`config.mk`:
```
export PLATFORM = sky130hd
export DESIGN_NAME = bk_sector_seq
export DESIGN_NICKNAME = d
export VERILOG_FILES = /design/src/bk_pkg.sv /design/src/bk_sector_seq.sv
export VERILOG_INCLUDE_DIRS = /design/src /design/src/src
export SDC_FILE = /design/constraint.sdc
export NUM_CORES = 1
export LEC_CHECK = 0
export BUFFER_PORTS_ARGS = -buffer_cell sky130_fd_sc_hd__buf_2
export CAP_MARGIN = 20
export CORE_MARGIN = 4
export CORE_UTILIZATION = 40
export DETAILED_ROUTE_END_ITERATION = 10
export PLACE_DENSITY = 0.82
export SLEW_MARGIN = 0
export SYNTH_ARGS = -nofsm -noshare
export SYNTH_HDL_FRONTEND = slang
export SYNTH_SLANG_ARGS = --single-unit
```
`constraint.sdc`:
```
create_clock -name clk_sys -period 2.95 [get_ports clk_sys]
set_input_delay 0 -clock clk_sys [delete_from_list [all_inputs] [get_ports clk_sys]]
set_output_delay 0 -clock clk_sys [all_outputs]
set_load 0.05 [all_outputs]
```
`src/bk_config.svh`:
```
// backup RAM size, sector count and bus width macros
`ifndef BK_CONFIG_SVH
`define BK_CONFIG_SVH

// game side byte port, 8 KB
`define BK_ADDR_W 13
`define BK_DATA_W 8

// sd side word width
`define BK_WORD_W 16

// word index inside one 512 byte sector
`define BK_BUF_ADDR_W 8

// sectors per save image
`define BK_SECTORS 16

// block address as seen by the sd host
`define BK_LBA_W 32

`endif

```
`src/bk_pkg.sv`:
```
// wishbone and sd bus structs, operation and sequencer state enums
package bk_pkg;

	// game side request, wishbone classic
	typedef struct packed {
		logic        cyc;
		logic        stb;
		logic        we;
		logic [12:0] adr;
		logic [7:0]  dat;
	} wb_req_t;

	// game side response
	typedef struct packed {
		logic       ack;
		logic [7:0] dat;
	} wb_rsp_t;

	// block request to the sd host
	typedef struct packed {
		logic [31:0] lba;
		logic        rd;
		logic        wr;
	} sd_req_t;

	// buffer access driven by the host while ack is high
	typedef struct packed {
		logic [7:0]  addr;
		logic [15:0] dout;
		logic        wr;
	} sd_buf_t;

	typedef enum logic {BK_OP_LOAD, BK_OP_SAVE} bk_op_e;

	typedef enum logic [1:0] {SEQ_IDLE, SEQ_REQ, SEQ_XFER, SEQ_NEXT} seq_state_e;

endpackage

```
`src/bk_sector_seq.sv`:
```
// sector sequencer issuing sd block reads or writes for sectors 0 to 15
`include "bk_config.svh"

module bk_sector_seq (
	input  logic                           clk_sys,
	input  logic                           rst_n,
	input  logic                           start,
	input  bk_pkg::bk_op_e                 op,
	input  logic                           sd_ack,
	output bk_pkg::sd_req_t                sd_req,
	output logic [$clog2(`BK_SECTORS)-1:0] lba_sel,
	output logic                           busy
);
	import bk_pkg::*;

	localparam int SEL_W = $clog2(`BK_SECTORS);
	localparam int LBA_W = `BK_LBA_W;
	localparam logic [SEL_W-1:0] LAST = SEL_W'(`BK_SECTORS - 1);

	seq_state_e       state;
	seq_state_e       state_nx;
	logic [SEL_W-1:0] lba_q;
	logic             req;
	logic             ack_fall;

	// in XFER ack was high, so low here is its falling edge
	assign ack_fall = (state == SEQ_XFER) & ~sd_ack;

	////////////////////////////////////////////////////////////
	// state machine

	always_comb begin
		state_nx = state;
		case (state)
			// wait for the host to release ack before the first request
			SEQ_IDLE: if (start) state_nx = SEQ_NEXT;
			SEQ_NEXT: if (!sd_ack) state_nx = SEQ_REQ;
			// request held until ack is seen
			SEQ_REQ:  if (sd_ack) state_nx = SEQ_XFER;
			SEQ_XFER: begin
				if (ack_fall)
					state_nx = (lba_q == LAST) ? SEQ_IDLE : SEQ_REQ;
			end
			default:  state_nx = SEQ_IDLE;
		endcase
	end

	always_ff @(posedge clk_sys) begin
		if (!rst_n) begin
			state <= SEQ_IDLE;
			lba_q <= '0;
		end else begin
			state <= state_nx;
			if (state == SEQ_IDLE && start)
				lba_q <= '0;
			else if (ack_fall && lba_q != LAST)
				lba_q <= lba_q + 1'b1;
		end
	end

	////////////////////////////////////////////////////////////
	// outputs

	assign req     = (state == SEQ_REQ);
	assign busy    = (state != SEQ_IDLE);
	assign lba_sel = lba_q;

	assign sd_req = sd_req_t'{
		lba: LBA_W'(lba_q),
		rd:  req & (op == BK_OP_LOAD),
		wr:  req & (op == BK_OP_SAVE)
	};

	// a request stays up on the same block until the host acks
	assert property (@(posedge clk_sys) disable iff (!rst_n)
		(sd_req.rd || sd_req.wr) && !sd_ack |=> $stable(sd_req));

	// and drops in the cycle after the ack is seen
	assert property (@(posedge clk_sys) disable iff (!rst_n)
		(sd_req.rd || sd_req.wr) && sd_ack |=> !(sd_req.rd || sd_req.wr));

endmodule

```
=== Word-level counts from Yosys, hierarchy flattened ===
Index checks and enable logic that the tools add are counted.

* Register bits after elaboration: 6
* Latch bits: 0
* Bits in writable memories: 0
* ROM bits: 0
* Output and inout bits: 39
* Memories: 0

* Add/sub/neg operators: 1
* Multiply operators: 0
* Div/mod/pow operators: 0
* Magnitude comparators: 0
* Equal/unequal tests: 9
* Shift-type cells: 0
* Muxes and demuxes: 6
* Bitwise operators: 6
* Reduce and logical (&&, ||, !) cells: 6

{| class="wikitable"
|+ Operators by type and width
! operator !! count
|-
| 2-bit 2-to-1 mux || 4
|-
| 2-bit != test, second input constant || 4
|-
| 2-bit one-hot mux with 4 select lines || 1
|-
| 4-bit by 1-bit adder with 4-bit output, second input constant || 1
|-
| 2-bit equality test, second input constant || 2
|-
| 4-bit equality test, second input constant || 1
|-
| 4-bit != test, second input constant || 1
|-
| 4-bit AND reduction || 1
|-
| 1-bit AND || 3
|-
| 1-bit inverter || 3
|-
| 2-bit by 1-bit equality test with 1-bit output, second input constant || 1
|-
| 1-bit logical AND || 2
|-
| 2-bit zero test || 1
|-
| 2-bit nonzero test || 1
|-
| 2-bit OR reduction || 1
|-
| 1-bit 2-to-1 mux || 1
|}

=== Depth between registers and ports, before layout ===
Gate-level depths: netlist of the first run.

* Depth in word-level cells: 4
* Gate-level depth with buffers: 4
* Mapped depth without buffers: 4

=== Least setup slack after synthesis of the first run ===
OpenSTA, ideal clock, no wires.

* Kind: register -> register
* From: register lba_q[0] (netlist: lba_sel[0])
* To: register lba_q[1] (netlist: lba_sel[1])
* Data arrival time: 1462 ps
* Data required time: 2880 ps
* Slack: 1418 ps
* Cell stages (with the launch flop): 5
* Path buffers: 0
* Path through: dfxtp_1 ha_1 and3_1 or3b_1 a21oi_1

* Word-level cells in the longest chain between the ends: 2

{| class="wikitable"
|+ Ends and longest elaborated chain
! what !! line !! text
|-
| start, declared || bk_sector_seq.sv:22 || <nowiki>logic [SEL_W-1:0] lba_q;</nowiki>
|-
| start signal, assigned || bk_sector_seq.sv:57 || <nowiki>lba_q <= lba_q + 1'b1;</nowiki>
|-
| branches (longest 2 deep; another with 4-bit by 1-bit adder with 4-bit output) || - ||
|}

Several ways; the timed one is not identified.
A chain may end at the register's enable or synchronous reset.

=== Worst setup path after layout of the first run ===
* From: register state[1]
* To: register lba_q[1] (netlist: lba_sel[1])

* Word-level cells in the longest chain between the ends: 3

{| class="wikitable"
|+ Ends and longest elaborated chain
! what !! line !! text
|-
| start, declared || bk_sector_seq.sv:20 || <nowiki>seq_state_e state;</nowiki>
|-
| start signal, assigned || bk_sector_seq.sv:53 || <nowiki>state <= state_nx;</nowiki>
|-
| 2-bit equality test / 2-bit zero test (equally long branches) || bk_sector_seq.sv:27, bk_sector_seq.sv:54 ||
|-
| 1-bit AND / 1-bit logical AND (equally long branches) || bk_sector_seq.sv:27, bk_sector_seq.sv:54 ||
|-
| 1-bit logical AND / 2-bit OR reduction (equally long branches) || - ||
|}

Parallel ways exist; a longest one is shown, timed or not.

==> results.toml, run 1 <==
[floorplanning]
core_area_mm2 = 0.00130
vertical_die_dimension_um = 45.1
fp-row-count = 13
die_width_um = 45.1
start_util = 0.422
boundary_pin_count = 44
die_area_mm2 = 0.00203

[logic_synthesis]
async_reset_ff_frac = 0
synth.top_cells.by_area = "buf_4 44%, dfxtp_1 22%, a21oi_1 4.6%"
yosys.area.top_type_share = 0.437
synth.largest_area_cell = "buf_4"
post_synth_instance_area_um2 = 549
postSynthCellCount = 69
syn_avg_cell_area_um2 = 7.96
ys_seq_elements = 6
ys.flop_type = "dfxtp_1"
synth_enable_flop_cells = 0
synth_warnings = 0
post_synth_num_cell_types = 20
ys_seq_area_frac = 0.219

[pwr]
irDropWorstVdd_mv = 0.166
cellPowerDensity_mw_per_mm2 = 549
leakage_power_uw = 0.000292
pwr-share-comb = 0.432
switchingPower_uw = 141
clock_network_power_share = 0.254
p_seq_frac = 0.314
internal_power_uw = 145
power.total_uw = 286
switching_share = 0.493

[sta]
final-setup-viol-count = 0
setup-tns-final_ns = 0
timing.final.crit_period_ns = 1.43
worst_clock_skew_ns = 0.00496
timing_max_transition_violations_final = 0
max_freq_mhz = 698
rsz0062_at_grt = "no"
finalHoldViolations = 0
min_period_over_period = 0.486

[clock_tree]
cts_max_path_buffers = 2
cts_made_buffers = 3
cts.hold.buffers_added = 0
clk_latency_ns = 0.24
cts_root_buf = "clkbuf_4"
cts.htree.levels = 1
cts_sinks = 6
post_cts.resized_instances = 0
tritoncts = "built"
clkSlewWorstSetupHoldPaths_ns = 0.04
post-cts-setup-buffer-count = 0

[detailed_routing]
detail_route.drc_violations = 0
avgViaCountPerCell = 4.11
wl_per_cell_um = 9.02
wirelength_um = 866
first_pass_iters = 4
antenna_left = 0
detailroute.via_count = 395
first_iter_violations = 6

[global_route]
grt_pass1_wl_um = 1190
track_usage = 0.0850
antenna_found_initial = 0
first_global_vias = 283
largest_net_degree_at_the_start_of_global_routing = 9
grt_overflow = 0

[cells_and_area]
final_layout_size_suffix_gt1_frac = 0.259
fillers = 137
nNetsFinal = 89
most-common-layout-cells = "28 x conb_1, 15 x buf_2, 6 x dfxtp_1, 5 x a21oi_1"
insertedDiodeCount = 0
most_frequent_standard_cell_in_the_layout_excluding_fill_and_tap_cells = "conb_1"
register_area_um2 = 120
multi_input_gate_area_um2 = 274
area_growth_pct = -5.01

[outcome]
run_status = "completed"

[worst_setup_path]
worst_path_max_delay_cell = "or3b_1"
critPathArrivalTime_ns = 1.60
critPathCaptureType = "flip-flop"
critPathLaunchType = "flip-flop"
worstPathRequired_ns = 3.12
timing.critical_path.cells = "or3b_1 -> or3b_1 -> a21oi_1"
critical_path.most_common_cell = "or3b_1"
worst_path_largest_cell_delay_ns = 0.46
criticalPathCategory = "flip-flop to flip-flop"
timing.critical_path.fanout_max = 8

[placed_design]
place_congestion = 0.808
hpwl_um = 707
io_buffer_count = 15

[run]
drv.max_cap_violation_count = 0

[min_path]
hold_class = "input port to flip-flop"
logic make-up after synthesis:
logic type      after synthesis  synth area share
compound gates               11             0.112
buf+inv                      36             0.467
flops                         6             0.219
simple gates                 14             0.173
fa+ha+maj                     1            0.0228
other cells                   1           0.00683
layout make-up:
type	count	area share
multi-input cells	54	0.525
repair buffers	15	0.144
flip-flops and latches	6	0.230
well taps	15	0.0360
inverters	3	0.0216
clock buffers	3	0.0432
power groups by stage:
| stage | combinational [uW] | sequential, uW | clock (uW) |
|---|---|---|---|
| floorplan | 141 | 92.7 | 0 |
| detailed placement | 123 | 91.3 | 0 |
| global placement | 122 | 90.9 | 0 |
| finish | 124 | 89.9 | 72.6 |
| CTS | 123 | 89.7 | 77.5 |
| global route | 129 | 90.4 | 85.5 |
synth_stat cells (all sizes together), types with 2 or more instances:
master,count
or3b,3
o31ai,2
buf,32
nand2,2
a21oi,5
o21ai,3
dfxtp,6
or3,3
inv,3
path summary, 6_finish.rpt:
path | startpoint | endpoint | slack [ns] | cells past startpoint
max reg2reg | state[1] | lba_sel[1] | 1.52 | 3
max | state[1] | lba_sel[1] | 1.52 | 3
min reg2reg | lba_sel[3] | lba_sel[3] | 0.52 | 2
min | rst_n | state[0] | 0.01 | 3
sequential cells by signal (all words and copies together) (netlist names):
register  flops
lba_sel       4
state         2
critical path: cells and delay by family (launching register included):
kind             cells  cell delay, ns
AO/OA/AOI/OAI        1            0.12
flip-flops           1            0.39
AND/OR/NAND/NOR      2            0.85
layer usage:
metal / part of all wire / vias to the layer above / wire length [um] / GRT usage
met3: 0.14 / 0 / 117 / 0.0518
met5: 0 / - / 0 / 0
met4: 0 / 0 / 0 / 0.0526
met1: 0.36 / 176 / 309 / 0.0969
met2: 0.51 / 24 / 439 / 0.119
li1: - / 195 / - / -
per-stage QoR:
step,std cells,cell area [um^2],hold slack (ns),util,setup WS [ns]
finish,96,522,0.0126,0.401,1.52
floorplan,96,651,0.131,-,1.42
detailed placement,93,499,0.262,0.384,1.53
CTS,96,522,0.000878,0.401,1.51
global route,96,522,0.00976,0.401,1.40
global placement,93,499,0.255,0.384,1.57
Note: power is estimated with default switching activity, not from simulation.
==> run 2, diff against run 1 <==
--- a/config.mk
+++ b/config.mk
@@ -6,12 +6,13 @@
 export SDC_FILE = /design/constraint.sdc
 export NUM_CORES = 1
 export LEC_CHECK = 0
+export ABC_AREA = 1
 export BUFFER_PORTS_ARGS = -buffer_cell sky130_fd_sc_hd__buf_2
 export CAP_MARGIN = 20
 export CORE_MARGIN = 4
-export CORE_UTILIZATION = 40
+export CORE_UTILIZATION = 36
 export DETAILED_ROUTE_END_ITERATION = 10
-export PLACE_DENSITY = 0.82
+export PLACE_DENSITY = 0.74
 export SLEW_MARGIN = 0
 export SYNTH_ARGS = -nofsm -noshare
 export SYNTH_HDL_FRONTEND = slang
==> constraint.sdc (replaced) <==
create_clock -name clk_sys -period 1.2 [get_ports clk_sys]
set_input_delay 0 -clock clk_sys [delete_from_list [all_inputs] [get_ports clk_sys]]
set_output_delay 0 -clock clk_sys [all_outputs]
set_load 0.05 [all_outputs]
==> run 2 against run 1 <==
Against the previous run: via count grew 25%; sequential power increased to 2.5 times the previous value; critical path depth rose by 1; clock skew decreased by 0.0046 ns; global-route usage down 0.18 points; die area increased by 23%; largest cell class unchanged.
==> results.toml, run 2 <==
[detailed_routing]
first_iter_violations = 12
wirelength_um = 1070
first_pass_iters = 4
wl_per_cell_um = 8.60
detail_route.drc_violations = 0
antenna_left = 0
avgViaCountPerCell = 3.97
detailroute.via_count = 492

[global_route]
grt_pass1_wl_um = 1510
antenna_found_initial = 0
largest_net_degree_at_the_start_of_global_routing = 10
first_global_vias = 347
track_usage = 0.0831
grt_overflow = 0

[cells_and_area]
fillers = 158
largest_register_ffs = 4
most-common-layout-cells = "28 x conb_1, 17 x nand2_1, 15 x buf_2, 9 x inv_1, 9 x nor2_1"
final_layout_size_suffix_gt1_frac = 0.324
nNetsFinal = 116
insertedDiodeCount = 0
area_growth_pct = 0.198
most_frequent_standard_cell_in_the_layout_excluding_fill_and_tap_cells = "conb_1"

[logic_synthesis]
ys.flop_type = "dfxtp_1"
synth_enable_flop_cells = 0
synth.top_cells.by_area = "buf_4 38%, dfxtp_1 19%, nand2_1 10%"
post_synth_num_cell_types = 17
synth.largest_area_cell = "buf_4"
syn_avg_cell_area_um2 = 6.72
ys_seq_elements = 6
post_synth_instance_area_um2 = 632
synth.top_cells.by_count = "32 x buf_4, 17 x nand2_1, 10 x inv_1, 9 x nor2_1, 6 x dfxtp_1"
postSynthCellCount = 94
ys_seq_area_frac = 0.190
yosysMostFrequentCell = "buf_4"
synth_warnings = 0
async_reset_ff_frac = 0
yosys.area.top_type_share = 0.380

[worst_setup_path]
critPathArrivalTime_ns = 1.12
worstPathRequired_ns = 1.20
timing.critical_path.fanout_max = 4
worst_path_largest_cell_delay_ns = 0.35
buf_inv_on_cp = 2
timing.critical_path.cells = "inv_2 -> nand2_1 -> nor2_1 -> buf_2"
worst_path_max_delay_cell = "dfxtp_1"
cp-startpoint = "state[1]"
critPathLaunchType = "flip-flop"
criticalPathCategory = "flip-flop to output pin"
critPathCaptureType = "output pin"
path_delay_family = "flip-flops"
r2r_slack_ns = 0.12
r2r-start = "lba_sel[0]"

[floorplanning]
die_width_um = 49.9
fp-row-count = 14
boundary_pin_count = 44
die_area_mm2 = 0.00249
vertical_die_dimension_um = 49.9
start_util = 0.401
core_area_mm2 = 0.00158

[clock_tree]
clk_latency_ns = 0.25
clkSlewWorstSetupHoldPaths_ns = 0.04
cts.htree.levels = 1
cts_sinks = 6
cts_max_path_buffers = 2
cts_root_buf = "clkbuf_4"
tritoncts = "built"
cts_made_buffers = 3
post-cts-setup-buffer-count = 0

[sta]
timing_max_transition_violations_final = 0
final-setup-viol-count = 0
min_period_over_period = 0.932
finalHoldViolations = 0
rsz0062_at_grt = "no"
timing.final.crit_period_ns = 1.12
max_freq_mhz = 894
worst_clock_skew_ns = 0.000349
worst_hold_slack_ns = 0.0512
setup-tns-final_ns = 0

[pwr]
cellPowerDensity_mw_per_mm2 = 1220
leakage_power_uw = 0.000360
irDropWorstVdd_mv = 0.667

[run]
drv.max_cap_violation_count = 0

[placed_design]
io_buffer_count = 15
hpwl_um = 868
place_congestion = 0.833

[min_path]
hold_class = "input port to flip-flop"
holdCritStartpoint = "start"

[outcome]
run_status = "completed"
run 2: cell count changes in the layout (fill, tap and decap cells not counted), moves of 3 or more:
| cell | change |
|---|---|
| a21oi_1 | -3 |
| inv_1 | +6 |
| nor2_1 | +9 |
| nand2_1 | +15 |
| o21ai_0 | -3 |
| dfxtp_1 | -4 |
| nor2_2 | +4 |
| or3_1 | -3 |
run 2: worst reg2reg max path: cells and delay by family (launching register included):
family        cells  cell delay [ns]
buf+inv           1             0.06
fa+ha+maj         1             0.20
flops             1             0.36
simple gates      5             0.35
run 2: metrics by stage:
step                       util  cell area (um^2)  std cells  worst slack (ns)  total power [uW]
after floorplan               -               743        121            0.0526               623
after global placement    0.379               598        120            0.0912               582
after detailed placement  0.379               598        120            0.0476               583
after CTS                 0.400               631        124            0.0360               780
after global routing      0.402               633        124          0.000402               816
final                     0.402               633        124            0.0811               775
run 2: final timing paths:
path / end / cells past startpoint
worst max-delay path: sd_req[0] / 4
worst min-delay path: lba_sel[0] / 4
worst max register to register: lba_sel[0] / 7
worst min register to register: lba_sel[1] / 2
run 2: power breakdown:
part / total (uW) / internal (uW) / leakage (uW) / switching (uW)
sequential: 226 / 210 / 0.0000517 / 16.3
clock: 189 / 113 / 0.0000138 / 75.4
combinational: 360 / 45.8 / 0.000295 / 315
total: 775 / 369 / 0.000360 / 406
run 2: layer usage:
layer	vias to the layer above	GRT usage	wire length, um
li1	254	-	-
met2	36	0.121	458
met1	202	0.0973	414
met3	0	0.0633	193
met4	0	0.0138	0
met5	-	0	0
run 2: repair_timing:
| item | 4_1_cts | 5_1_grt |
|---|---|---|
| endpoints found under the setup margin | 0 | 3 |
| gates resized for setup | 0 | 2 |
| hold buffers | 1 | 0 |
| endpoints found under the hold margin | 2 | 0 |
run 2: kinds of logic after synthesis:
group,count (synthesis),synth area share
other,1,0.00593
AO/OA/AOI/OAI,6,0.0693
AND/OR/NAND/NOR,37,0.269
adder cells (fa/ha/maj),1,0.0198
buffers and inverters,43,0.446
flip-flops,6,0.190
run 2: layout make-up:
| type | instances | area, um^2 | area share |
|---|---|---|---|
| clock buffers | 3 | 22.5 | 0.0356 |
| inverters | 11 | 41.3 | 0.0652 |
| multi-input cells | 72 | 334 | 0.528 |
| flip-flops and latches | 6 | 130 | 0.206 |
| well taps | 16 | 20.0 | 0.0316 |
| repair buffers | 16 | 85.1 | 0.134 |
