$ cat src/bk_config.svh
// backup RAM size, sector count and bus width macros
`ifndef BK_CONFIG_SVH
`define BK_CONFIG_SVH

// game side byte port, 8 KB
`define BK_ADDR_W 13
`define BK_DATA_W 8

// sd side word width
`define BK_WORD_W 16

// word index inside one 512 byte sector
`define BK_BUF_ADDR_W 8

// sectors per save image
`define BK_SECTORS 16

// block address as seen by the sd host
`define BK_LBA_W 32

`endif

$ cat src/bk_pkg.sv
// wishbone and sd bus structs, operation and sequencer state enums
package bk_pkg;

	// game side request, wishbone classic
	typedef struct packed {
		logic        cyc;
		logic        stb;
		logic        we;
		logic [12:0] adr;
		logic [7:0]  dat;
	} wb_req_t;

	// game side response
	typedef struct packed {
		logic       ack;
		logic [7:0] dat;
	} wb_rsp_t;

	// block request to the sd host
	typedef struct packed {
		logic [31:0] lba;
		logic        rd;
		logic        wr;
	} sd_req_t;

	// buffer access driven by the host while ack is high
	typedef struct packed {
		logic [7:0]  addr;
		logic [15:0] dout;
		logic        wr;
	} sd_buf_t;

	typedef enum logic {BK_OP_LOAD, BK_OP_SAVE} bk_op_e;

	typedef enum logic [1:0] {SEQ_IDLE, SEQ_REQ, SEQ_XFER, SEQ_NEXT} seq_state_e;

endpackage

$ cat src/bk_trigger.sv
// backup enable, command edge detection, save-pending flag and start decision
module bk_trigger (
	input  logic           clk_sys,
	input  logic           rst_n,
	input  logic           img_mounted,
	input  logic           img_readonly,
	input  logic           cmd_load,
	input  logic           cmd_save,
	input  logic           autosave_en,
	input  logic           osd_status,
	input  logic           wr_strobe,
	input  logic           busy,
	output logic           start,
	output bk_pkg::bk_op_e op,
	output logic           bk_ena,
	output logic           sav_pending
);
	import bk_pkg::*;

	logic load_q;
	logic save_q;
	logic auto_q;
	logic auto_req;
	logic load_rise;
	logic save_rise;
	logic auto_rise;
	logic go;

	// autosave only counts while the menu is open
	assign auto_req  = autosave_en & osd_status;
	assign load_rise = cmd_load & ~load_q;
	assign save_rise = cmd_save & ~save_q;
	assign auto_rise = auto_req & ~auto_q;

	// busy is still low during the start cycle itself
	assign go = bk_ena & ~busy & ~start
		& (load_rise | save_rise | (auto_rise & sav_pending));

	always_ff @(posedge clk_sys) begin
		if (!rst_n) begin
			load_q      <= 1'b0;
			save_q      <= 1'b0;
			auto_q      <= 1'b0;
			bk_ena      <= 1'b0;
			sav_pending <= 1'b0;
			start       <= 1'b0;
		end else begin
			load_q <= cmd_load;
			save_q <= cmd_save;
			auto_q <= auto_req;
			// a read-only image disables backup again
			if (img_mounted)
				bk_ena <= ~img_readonly;
			start <= go;
			if (wr_strobe)
				sav_pending <= 1'b1;
			else if (go)
				sav_pending <= 1'b0;
		end
	end

	// load wins over save on the same edge
	always_ff @(posedge clk_sys) begin
		if (go)
			op <= load_rise ? BK_OP_LOAD : BK_OP_SAVE;
	end

endmodule

$ cat config.mk
export PLATFORM = sky130hd
export DESIGN_NAME = bk_trigger
export DESIGN_NICKNAME = d
export VERILOG_FILES = /design/src/bk_config.svh /design/src/bk_pkg.sv /design/src/bk_trigger.sv
export SDC_FILE = /design/constraint.sdc
export NUM_CORES = 1
export LEC_CHECK = 0
export BUFFER_PORTS_ARGS = -buffer_cell sky130_fd_sc_hd__buf_2
export CAP_MARGIN = 20
export CORE_AREA = 4 4 41 43
export DETAILED_ROUTE_END_ITERATION = 7
export DIE_AREA = 0 0 45 47
export GPL_ROUTABILITY_DRIVEN = 0
export GPL_TIMING_DRIVEN = 1
export PLACE_DENSITY = 0.38
export REMOVE_ABC_BUFFERS = 1
export SYNTH_ARGS = -nofsm -noshare
export SYNTH_HDL_FRONTEND = slang
export SYNTH_SLANG_ARGS = --single-unit
$ cat constraint.sdc
create_clock -name clk_sys -period 1.5 [get_ports clk_sys]
set_clock_uncertainty 0.15 [all_clocks]
set_input_delay 0.3 -clock clk_sys [delete_from_list [all_inputs] [get_ports clk_sys]]
set_output_delay 0.3 -clock clk_sys [all_outputs]
set_load 0.005 [all_outputs]
======== Word-level counts from Yosys, hierarchy flattened ========
Index checks and enable logic that the tools add are counted.
storage, ports and cells
  flip-flop bits (word level) ............. 7
  input port bits ......................... 10
  output and inout bits ................... 4
  logic and storage cells ................. 27
operators by class
  muxes and demuxes ....................... 3
  bitwise logic cells ..................... 16
  reductions and logical operators ........ 1
operators with widths
  cell                count
  $and A1 B1 Y1       8
  $not A1 Y1          6
  $mux W1             3
  $or A1 B1 Y1        2
  $reduce_bool A2 Y1  1

======== Depth between registers and ports, before layout ========
Gate-level depths: netlist of the first run.
  depth in word-level cells ............... 7
  mapped depth ............................ 3
  depth with buffers taken out ............ 3

======== Worst setup path after synthesis of the first run ========
Ideal clock, no wire load.
  path kind ............................... register -> register
  from .................................... reg bk_ena
  to ...................................... reg op (enable)
  setup time .............................. 0.308 ns
  data arrival time ....................... 0.863 ns
  data required time ...................... 1.042 ns
  slack ................................... 0.179 ns
  cell stages (with the launch flop) ...... 3
  path buffers ............................ 0
  period minus slack after synthesis ...... 1.321 ns
  cell sequence ........................... dfxtp_1 -> or3b_1 -> a31oi_2
between the ends
  cells in the longest elaborated chain, start to end .. 3
RTL lines
  element                      line              RTL
  start, declared              bk_trigger.sv:15  output logic bk_ena,
  start signal, assigned       bk_trigger.sv:53  bk_ena <= ~img_readonly;
  $and A1 B1 Y1 (2 in series)  bk_trigger.sv:36  assign go = bk_ena & ~busy & ~start
  $and A1 B1 Y1                bk_trigger.sv:37  & (load_rise | save_rise | (auto_rise & sav_pending));
  named net go                 bk_trigger.sv:27  logic go;
  end signal, assigned         bk_trigger.sv:65  op <= load_rise ? BK_OP_LOAD : BK_OP_SAVE;
  end, declared                bk_trigger.sv:14  output bk_pkg::bk_op_e op,
The timed path passes the listed nets, and every way through them passes these cells.
A chain may end at the register's enable or synchronous reset.

======== Final worst setup path of the first run ========
Ends and elaborated chain as after synthesis.

==> results of run 1 <==
cell type report:
class | instances | area [sq um] | area share
Timing Repair Buffer | 13 | 65.06 | 0.1781
Tap cell | 15 | 18.77 | 0.05137
Clock buffer | 4 | 26.28 | 0.07192
Sequential cell | 7 | 150.1 | 0.4110
Multi-Input combinational cell | 14 | 105.1 | 0.2877
sequential cells by signal, summed over array words and instances (netlist names):
signal,count
auto_q,1
bk_ena,1
load_q,1
op,1
sav_pending,1
save_q,1
start,1
through the flow:
stage               cell area [sq um]  total power [W]  setup WS, ns
global route                    365.4        0.0004349       0.05773
detailed placement              339.1        0.0002458       0.04984
CTS                             365.4        0.0004192        0.1353
global placement                339.1        0.0002445       0.04796
finish                          365.4        0.0004078        0.1459
floorplan                       255.2        0.0002228        0.1792
cell usage in the layout, fill, tap and decap left out, drive strengths merged:
cell type  count
a311oi         1
a31oi          1
and2           3
and3           1
buf           13
clkbuf         4
dfxtp          6
edfxtp         1
nand2          1
nand2b         2
nand4b         1
nor2           1
o211a          1
o21ai          1
or3b           1
critical path: cells and delay by family (launching register included):
| family | cells | cell delay (ns) |
|---|---|---|
| flip-flops | 1 | 0.33 |
| AO/OA/AOI/OAI | 1 | 0.18 |
| AND/OR/NAND/NOR | 1 | 0.40 |
worst max path at each step:
stage,end,slack (ns),cells after the start
after floorplan,op$_DFFE_PP_,0.18,2
after global placement,op$_DFFE_PP_,0.05,3
after detailed placement,op$_DFFE_PP_,0.05,3
after CTS,op$_DFFE_PP_,0.14,2
after global routing,sav_pending$_SDFFE_PN0P_,0.06,3
final,op$_DFFE_PP_,0.15,2
power groups by stage:
stage                     clock (W)  combinational [W]  sequential [W]
after global routing       0.000188          0.0000422        0.000205
after CTS                  0.000177          0.0000384        0.000204
after global placement            0          0.0000369        0.000208
after detailed placement          0          0.0000381        0.000208
final                      0.000166          0.0000374        0.000204
after floorplan                   0          0.0000149        0.000208
cell families after synthesis:
group / Yosys count / synth area share
AOI/OAI and AO/OA: 4 / 0.1421
DFF: 7 / 0.5883
and+or+nand+nor: 10 / 0.2696
metal layers:
| metal | vias to the layer above | part of all wire | global-route usage |
|---|---|---|---|
| met5 | - | 0 | 0 |
| met4 | 0 | 0 | 0.07018 |
| met1 | 87 | 0.44 | 0.06881 |
| met3 | 0 | 0.090 | 0.03448 |
| li1 | 110 | - | - |
| met2 | 8 | 0.47 | 0.09605 |
==> results.txt, run 1 <==
CTS tree: yes
highest clock rate: 0.7385 GHz
count leader, synth: dfxtp_1
reg2reg setup slack: 0.15 ns
Port Buffer Count: 13
Top FF cell, synth: dfxtp_1
Reg2Reg Launch Point: bk_ena$_SDFFE_PN0P_
sequential power share: 0.500
Power Density: 1116 nW/um^2
Largest stage delay, worst path: 0.40 ns
wire length per cell: 10.70 um
synth warn: 0
dpl hpwl: 458.9 um
Hold WS: 0.1215 ns
CP Max Fanout: 3
setup_tns: 0 ns
Area Growth Syn to Fin: 43.14%
Slew @ Worst Pin: 0.2226 ns
vias in the first global route: 239
reg-to-reg endpoint: op$_DFFE_PP_
WS Path Type: reg2reg
Mapped Cells: 21
Post-CTS Setup Inserts: 0
Final Non-Filler Cells: 53
data arrival time of the worst path: 1.15 ns
Hold Violations, Final: 0
DR vias: 205
Async S/R FF share, synth: 0
crit-path cells: or3b_1 -> a31oi_2
Tcrit/Tclk final: 0.9027
P_leak: 0.1788 nW
num ports: 14
Seq/Total Area, Yosys: 0.5882
# nets final: 49
hold endpoint: save_q$_SDFF_PN0_
Slew Viols, Final: 0
Max Buffers Root-to-Sink: 2
Worst Setup SP: bk_ena$_SDFFE_PN0P_
HP Start: cmd_save
post-synth top area cell: dfxtp_1
placed insts: 49
relative slew slack: 0.8506
Clock power frac: 0.408
number of cells on the worst reg-to-reg path: 2
initial antenna violation count: 0
fraction of layout cells with a size suffix above 1: 0.4737
initial core utilization: 0.1962
Mapped Area: 255.2 sq um
EDFF count, synth: 1
CTS Sinks: 7
post-layout util: 0.2808
combinational power share: 0.092
final WL: 567 um
internal power: 0.0003220 W
Site Rows: 13
# diodes: 0
CP Data Required Time: 1.30 ns
final setup fails: 0
hold-critical path depth: 2
slowest stage cell, crit path: or3b_1
library cells used by synthesis: 13
Fillers: 152
largest net degree at the start of global routing: 7
TritonCTS Buffers: 3
Avg Cell Area, Syn: 12.15 sq um
Die Span Y: 47 um
Post-route DRC: 0
status: finished clean
global-route usage over all layers: 0.06735
drt first pass iters: 2
GR Overflow Total: 0
Yosys reg bits: 7
top-area cell type share of the netlist area: 0.4706
Worst-Skew Late Latency: 0.24 ns
via density per instance: 3.868
Setup crit end kind: flop
first-pass GRT wire length: 931 um
post_cts resized: 0
Die ar.: 2115 sq um
net switching power: 0.00008586 W
commonest cells in the synthesized netlist: dfxtp_1 (6), and2_1 (3), nand2b_1 (2)
Area contributors post-synth: dfxtp_1 (47%), edfxtp_1 (12%), and2_1 (7.4%)
clk slew on worst S/H paths: 0.05 ns
maxcap violations: 0
Net Sw Frac: 0.2105
Hold Crit Class: in2reg
maximum vdd drop: 0.3088 mV
min cycle time layout: 1.354 ns
H-tree levels: 1
post-route antenna net violation count: 0
Root Driver: clkbuf_4
Die X: 45 um
core region area: 1301 sq um
Hold-fix buffers, CTS: 0
initial DRC count: 3
RSZ-0062 raised after global routing: false
crit start category: flop
Power figures use the tool's default switching activity.
==> run 2: changes to the inputs <==
PLACE_DENSITY = unset   (was 0.38)
RECOVER_POWER = 100   (was unset)
==> results.txt, run 2 (synthesized netlist as in run 1, its figures left out) <==
Fillers: 158 (+3.9%)
Root Driver: clkbuf_4
Area Growth Syn to Fin: 39.71%
Hold-fix buffers, CTS: 0 (unchanged)
reg2reg setup slack: 0.14 ns (about the same)
net switching power: 0.00008891 W (+3.6%)
initial core utilization: 0.1962 (unchanged)
Worst Setup SP: bk_ena$_SDFFE_PN0P_
Die X: 45 um (unchanged)
Slew @ Worst Pin: 0.2327 ns (+0.01007 ns)
min cycle time layout: 1.361 ns (+0.006395 ns)
vias in the first global route: 214 (-10%)
Slew Viols, Final: 0 (unchanged)
Setup crit end kind: flop
Hold Violations, Final: 0 (unchanged)
Die ar.: 2115 sq um (unchanged)
Die Span Y: 47 um (unchanged)
setup_tns: 0 ns (unchanged)
CTS tree: yes
crit start category: flop
FF+latch area: 150.1 sq um (unchanged)
num ports: 14 (unchanged)
GR Overflow Total: 0 (unchanged)
# diodes: 0 (unchanged)
post-route antenna net violation count: 0 (unchanged)
highest clock rate: 0.7350 GHz (-0.47%)
drt first pass iters: 2 (unchanged)
hold-critical path depth: 2 (unchanged)
slowest stage cell, crit path: or3b_1
Clock power frac: 0.417 (+0.009)
relative slew slack: 0.8438 (-0.006759)
Hold Crit Class: in2reg
fraction of layout cells with a size suffix above 1: 0.3947 (-0.07895)
status: finished clean
RSZ-0062 raised after global routing: false
worst path buffer plus inverter count: 0 (unchanged)
first-pass GRT wire length: 869 um (-6.7%)
Max Buffers Root-to-Sink: 2 (unchanged)
H-tree levels: 1 (unchanged)
TritonCTS Buffers: 3 (unchanged)
WS Path Type: reg2reg
most frequent cells in the layout: buf_2 (11), dfxtp_1 (6), clkbuf_4 (3), clkbuf_1 (3)
clk slew on worst S/H paths: 0.05 ns (about the same)
data arrival time of the worst path: 1.16 ns (about the same)
Net Sw Frac: 0.2168 (+0.006288)
final WL: 511 um (-9.9%)
Port Buffer Count: 13 (unchanged)
CP Max Fanout: 3 (unchanged)
Site Rows: 13 (unchanged)
area of the multi-input gates: 98.84 sq um (-6.0%)
sequential power share: 0.497 (-0.003)
wire length per cell: 9.642 um (-9.9%)
dpl hpwl: 400.8 um (-13%)
maxcap violations: 0 (unchanged)
P_leak: 0.1707 nW (-4.5%)
Largest stage delay, worst path: 0.37 ns (-0.03 ns)
maximum vdd drop: 0.3598 mV (+17%)
hold endpoint: load_q$_SDFF_PN0_
core region area: 1301 sq um (unchanged)
Worst-Skew Late Latency: 0.25 ns (about the same)
commonest non-fill, non-tap cell in the layout: buf_2
crit-path cells: or3b_1 -> a31oi_1
CP top delay family: simple AND/OR/NAND/NOR gates
internal power: 0.0003211 W (-0.25%)
CP Data Required Time: 1.30 ns (about the same)
final setup fails: 0 (unchanged)
number of cells on the worst reg-to-reg path: 2 (unchanged)
global-route usage over all layers: 0.06280 (-0.004555)
# nets final: 49 (unchanged)
DR vias: 211 (+2.9%)
Reg2Reg Launch Point: bk_ena$_SDFFE_PN0P_
Power Density: 1150 nW/um^2 (+3.0%)
post-layout util: 0.2740 (-0.006731)
via density per instance: 3.981 (+2.9%)
reg-to-reg endpoint: op$_DFFE_PP_
combinational power share: 0.086 (-0.006)
post_cts resized: 0 (unchanged)
initial antenna violation count: 0 (unchanged)
HP Start: cmd_load
Post-route DRC: 0 (unchanged)
initial DRC count: 1 (-2)
Post-CTS Setup Inserts: 0 (unchanged)
largest net degree at the start of global routing: 7 (unchanged)
CTS Sinks: 7 (unchanged)
Tcrit/Tclk final: 0.9070 (+0.004263)
[run 2: cell count changes in the layout (fill, tap and decap cells not counted), sizes merged]
cell and delta:
clkbuf +2, buf -2
[run 2: layout make-up]
type / instances / area share
multi-input combinational: 14 / 0.2772
sequential: 7 / 0.4211
timing repair buffer: 13 / 0.1754
tap: 15 / 0.05263
clock buffer: 4 / 0.07368
[run 2: worst max-delay path by stage]
stage	slack, ns	cells after the start	to
after floorplan	0.18	2	op$_DFFE_PP_
after global placement	0.08	3	op$_DFFE_PP_
after detailed placement	0.06	3	op$_DFFE_PP_
after CTS	0.14	2	op$_DFFE_PP_
after global routing	0.05	2	op$_DFFE_PP_
final	0.14	2	op$_DFFE_PP_
[run 2: metal layers]
layer	vias up	routed length [um]	track usage
li1	110	-	-
met1	86	234	0.07176
met2	12	191	0.07345
met3	3	75	0.06130
met4	0	10	0.03509
met5	-	0	0
[run 2: worst reg2reg max path, cell delays in order, from the launching register on]
cell and delay (ns):
dfxtp_1 0.33, or3b_1 0.37, a31oi_1 0.20
[run 2: per-stage QoR]
stage                     power (W)  cells  hold WS [ns]  worst slack [ns]  cell area (sq um)
after floorplan           0.0002228     21        0.2717            0.1792              255.2
after global placement    0.0002447     49        0.3475           0.07906              339.1
after detailed placement  0.0002454     49        0.3592           0.05518              339.1
after CTS                 0.0004205     53        0.1128            0.1419              365.4
after global routing      0.0004436     53        0.1106           0.05073              356.6
final                     0.0004100     53        0.1196            0.1395              356.6
[run 2: power groups by stage]
| stage | clock (W) | sequential [W] | combinational (W) |
|---|---|---|---|
| after floorplan | 0 | 0.000208 | 0.0000149 |
| after global placement | 0 | 0.000208 | 0.0000370 |
| after detailed placement | 0 | 0.000208 | 0.0000378 |
| after CTS | 0.000179 | 0.000204 | 0.0000380 |
| after global routing | 0.000199 | 0.000204 | 0.0000405 |
| final | 0.000171 | 0.000204 | 0.0000354 |
==> run 3: changes to the inputs <==
ABC_AREA = 1   (was unset)
==> results.txt, run 3 <==
core region area: 1301 sq um (unchanged)
FF+latch area: 150.1 sq um (unchanged)
wire length per cell: 8.688 um (-9.9%)
CTS tree: yes
xor/xnor share of the synthesized area: 0 (unchanged)
final setup margin: 0.3061 ns (+0.1666 ns)
maximum vdd drop: 0.3515 mV (-2.3%)
mux contribution to synthesized area: 0 (unchanged)
dpl hpwl: 444.6 um (+11%)
post_cts resized: 0 (unchanged)
# nets final: 60 (+22%)
initial core utilization: 0.2077 (+0.01154)
library cells used by synthesis: 11 (-2)
Die X: 45 um (unchanged)
Root Driver: clkbuf_4
Async S/R FF share, synth: 0 (unchanged)
count leader, synth: inv_1
min cycle time layout: 1.194 ns (-0.1666 ns)
Final Non-Filler Cells: 64 (+21%)
EDFF count, synth: 1 (unchanged)
Mapped Cells: 32 (+52%)
status: finished clean
Post-route DRC: 0 (unchanged)
pre-CTS WS: 0.3159 ns (+0.2607 ns)
setup_tns: 0 ns (unchanged)
clk slew on worst S/H paths: 0.06 ns (about the same)
# diodes: 0 (unchanged)
post-route antenna net violation count: 0 (unchanged)
Max Buffers Root-to-Sink: 2 (unchanged)
initial DRC count: 0 (-1)
Area Growth Syn to Fin: 36.57%
Tcrit/Tclk final: 0.7959 (-0.1111)
Compound-Gate Fraction of Synth Area: 0.06944 (-0.07271)
WS Path Type: reg2out
num ports: 14 (unchanged)
Hold-fix buffers, CTS: 0 (unchanged)
Mapped Area: 270.3 sq um (+5.9%)
commonest cells in the synthesized netlist: inv_1 (9), dfxtp_1 (6), nand2_1 (6)
final WL: 556 um (+8.8%)
post-synth top area cell: dfxtp_1
largest family of logic cells by synthesized area: simple AND/OR/NAND/NOR gates
Slew @ Worst Pin: 0.1463 ns (-0.08636 ns)
CP Data Required Time: 1.05 ns (-0.25 ns)
first-pass GRT wire length: 917 um (+5.5%)
initial antenna violation count: 0 (unchanged)
RSZ-0062 raised after global routing: false
Seq/Total Area, Yosys: 0.5556 (-0.03268)
Area contributors post-synth: dfxtp_1 (44%), inv_1 (13%), edfxtp_1 (11%)
CP Max Fanout: 1 (-2)
highest clock rate: 0.8376 GHz (+14%)
synth warn: 0 (unchanged)
vias in the first global route: 247 (+15%)
DR vias: 238 (+13%)
area of the multi-input gates: 80.08 sq um (-19%)
placed insts: 60 (+22%)
largest net degree at the start of global routing: 5 (-2)
P_leak: 0.2000 nW (+17%)
Port Buffer Count: 13 (unchanged)
fraction of layout cells with a size suffix above 1: 0.3061 (-0.08861)
slowest stage cell, crit path: edfxtp_1
Yosys reg bits: 7 (unchanged)
Hold Violations, Final: 0 (unchanged)
CTS Sinks: 7 (unchanged)
crit-path cells: clkbuf_1
Slew Viols, Final: 0 (unchanged)
top-area cell type share of the netlist area: 0.4444 (-0.02614)
most frequent cells in the layout: inv_1 (9), buf_2 (9), nand2_1 (7)
Top FF cell, synth: dfxtp_1
Power Density: 1134 nW/um^2 (-1.4%)
CP top delay family: flip-flops
worst path buffer plus inverter count: 1 (+1)
Worst-Skew Late Latency: 0.25 ns (about the same)
final setup fails: 0 (unchanged)
crit start category: flop
maxcap violations: 0 (unchanged)
H-tree levels: 1 (unchanged)
Post-Synth Adder-Cell Area: 0 (unchanged)
global-route usage over all layers: 0.06334 (+0.0005432)
TritonCTS Buffers: 3 (unchanged)
drt first pass iters: 1 (-1)
relative slew slack: 0.9014 (+0.05760)
GR Overflow Total: 0 (unchanged)
Die Span Y: 47 um (unchanged)
Synth Area in Simple Gates: 0.2500 (-0.01961)
Avg Cell Area, Syn: 8.446 sq um (-31%)
via density per instance: 3.719 (-6.6%)
Fillers: 158 (unchanged)
Setup crit end kind: primary output
Largest stage delay, worst path: 0.37 ns (about the same)
Hold Crit Class: in2reg
Site Rows: 13 (unchanged)
Post-CTS Setup Inserts: 0 (unchanged)
Die ar.: 2115 sq um (unchanged)
reg2reg setup slack: 0.39 ns (+0.25 ns)
data arrival time of the worst path: 0.74 ns (-0.42 ns)
run 3: cell count changes after synthesis, sizes merged, moves of 2 or more:
cell	previous run	this run
inv	0	9
nand2b	2	0
a21oi	0	2
and2	3	0
nand2	1	9
run 3: worst register-to-register path, stage by stage (launching register included):
cell     delay, ns
dfxtp_1       0.36
nand4_1       0.10
nand2_1       0.08
nand2_1       0.09
inv_1         0.07
run 3: cell families after synthesis:
logic type,count (synthesis)
flip-flops,7
buffers and inverters,9
AND/OR/NAND/NOR,13
AO/OA/AOI/OAI,3
run 3: per-layer routing:
metal | track usage | share of wire | routed length (um) | vias to the layer above
li1 | - | - | - | 128
met1 | 0.07094 | 0.47 | 260 | 103
met2 | 0.08475 | 0.45 | 250 | 7
met3 | 0.02682 | 0.081 | 45 | 0
met4 | 0.07018 | 0 | 0 | 0
met5 | 0 | 0 | 0 | -
run 3: final cells by class:
type	instances	share of cell area
Clock buffer	4	0.07119
Sequential cell	7	0.4068
Tap cell	15	0.05085
Timing Repair Buffer	13	0.1627
Inverter	9	0.09153
Multi-Input combinational cell	16	0.2169
run 3: where the power goes:
group          leakage, nW  switching, W  internal (W)   total, W
Combinational        0.126     0.0000191     0.0000191  0.0000383
Clock               0.0150     0.0000743      0.000102   0.000176
Sequential          0.0587    0.00000432      0.000200   0.000204
run 3: final timing paths:
kind                                 start                  endpoint  cells after the start
setup / recovery              op$_DFFE_PP_                        op                      1
setup reg to reg  sav_pending$_SDFFE_PN0P_              op$_DFFE_PP_                      4
hold reg to reg   sav_pending$_SDFFE_PN0P_  sav_pending$_SDFFE_PN0P_                      2
hold / removal                img_readonly       bk_ena$_SDFFE_PN0P_                      2
run 3: stage by stage:
step	hold slack (ns)	total power (W)	cell area (sq um)	utilization
4_1_cts	0.06506	0.0004286	380.4	0.2923
5_1_grt	0.07505	0.0004355	369.1	0.2837
3_3_place_gp	0.3305	0.0002499	354.1	0.2721
2_1_floorplan	0.2394	0.0002279	270.3	-
3_5_place_dp	0.3240	0.0002506	354.1	0.2721
6_report	0.06939	0.0004185	369.1	0.2837
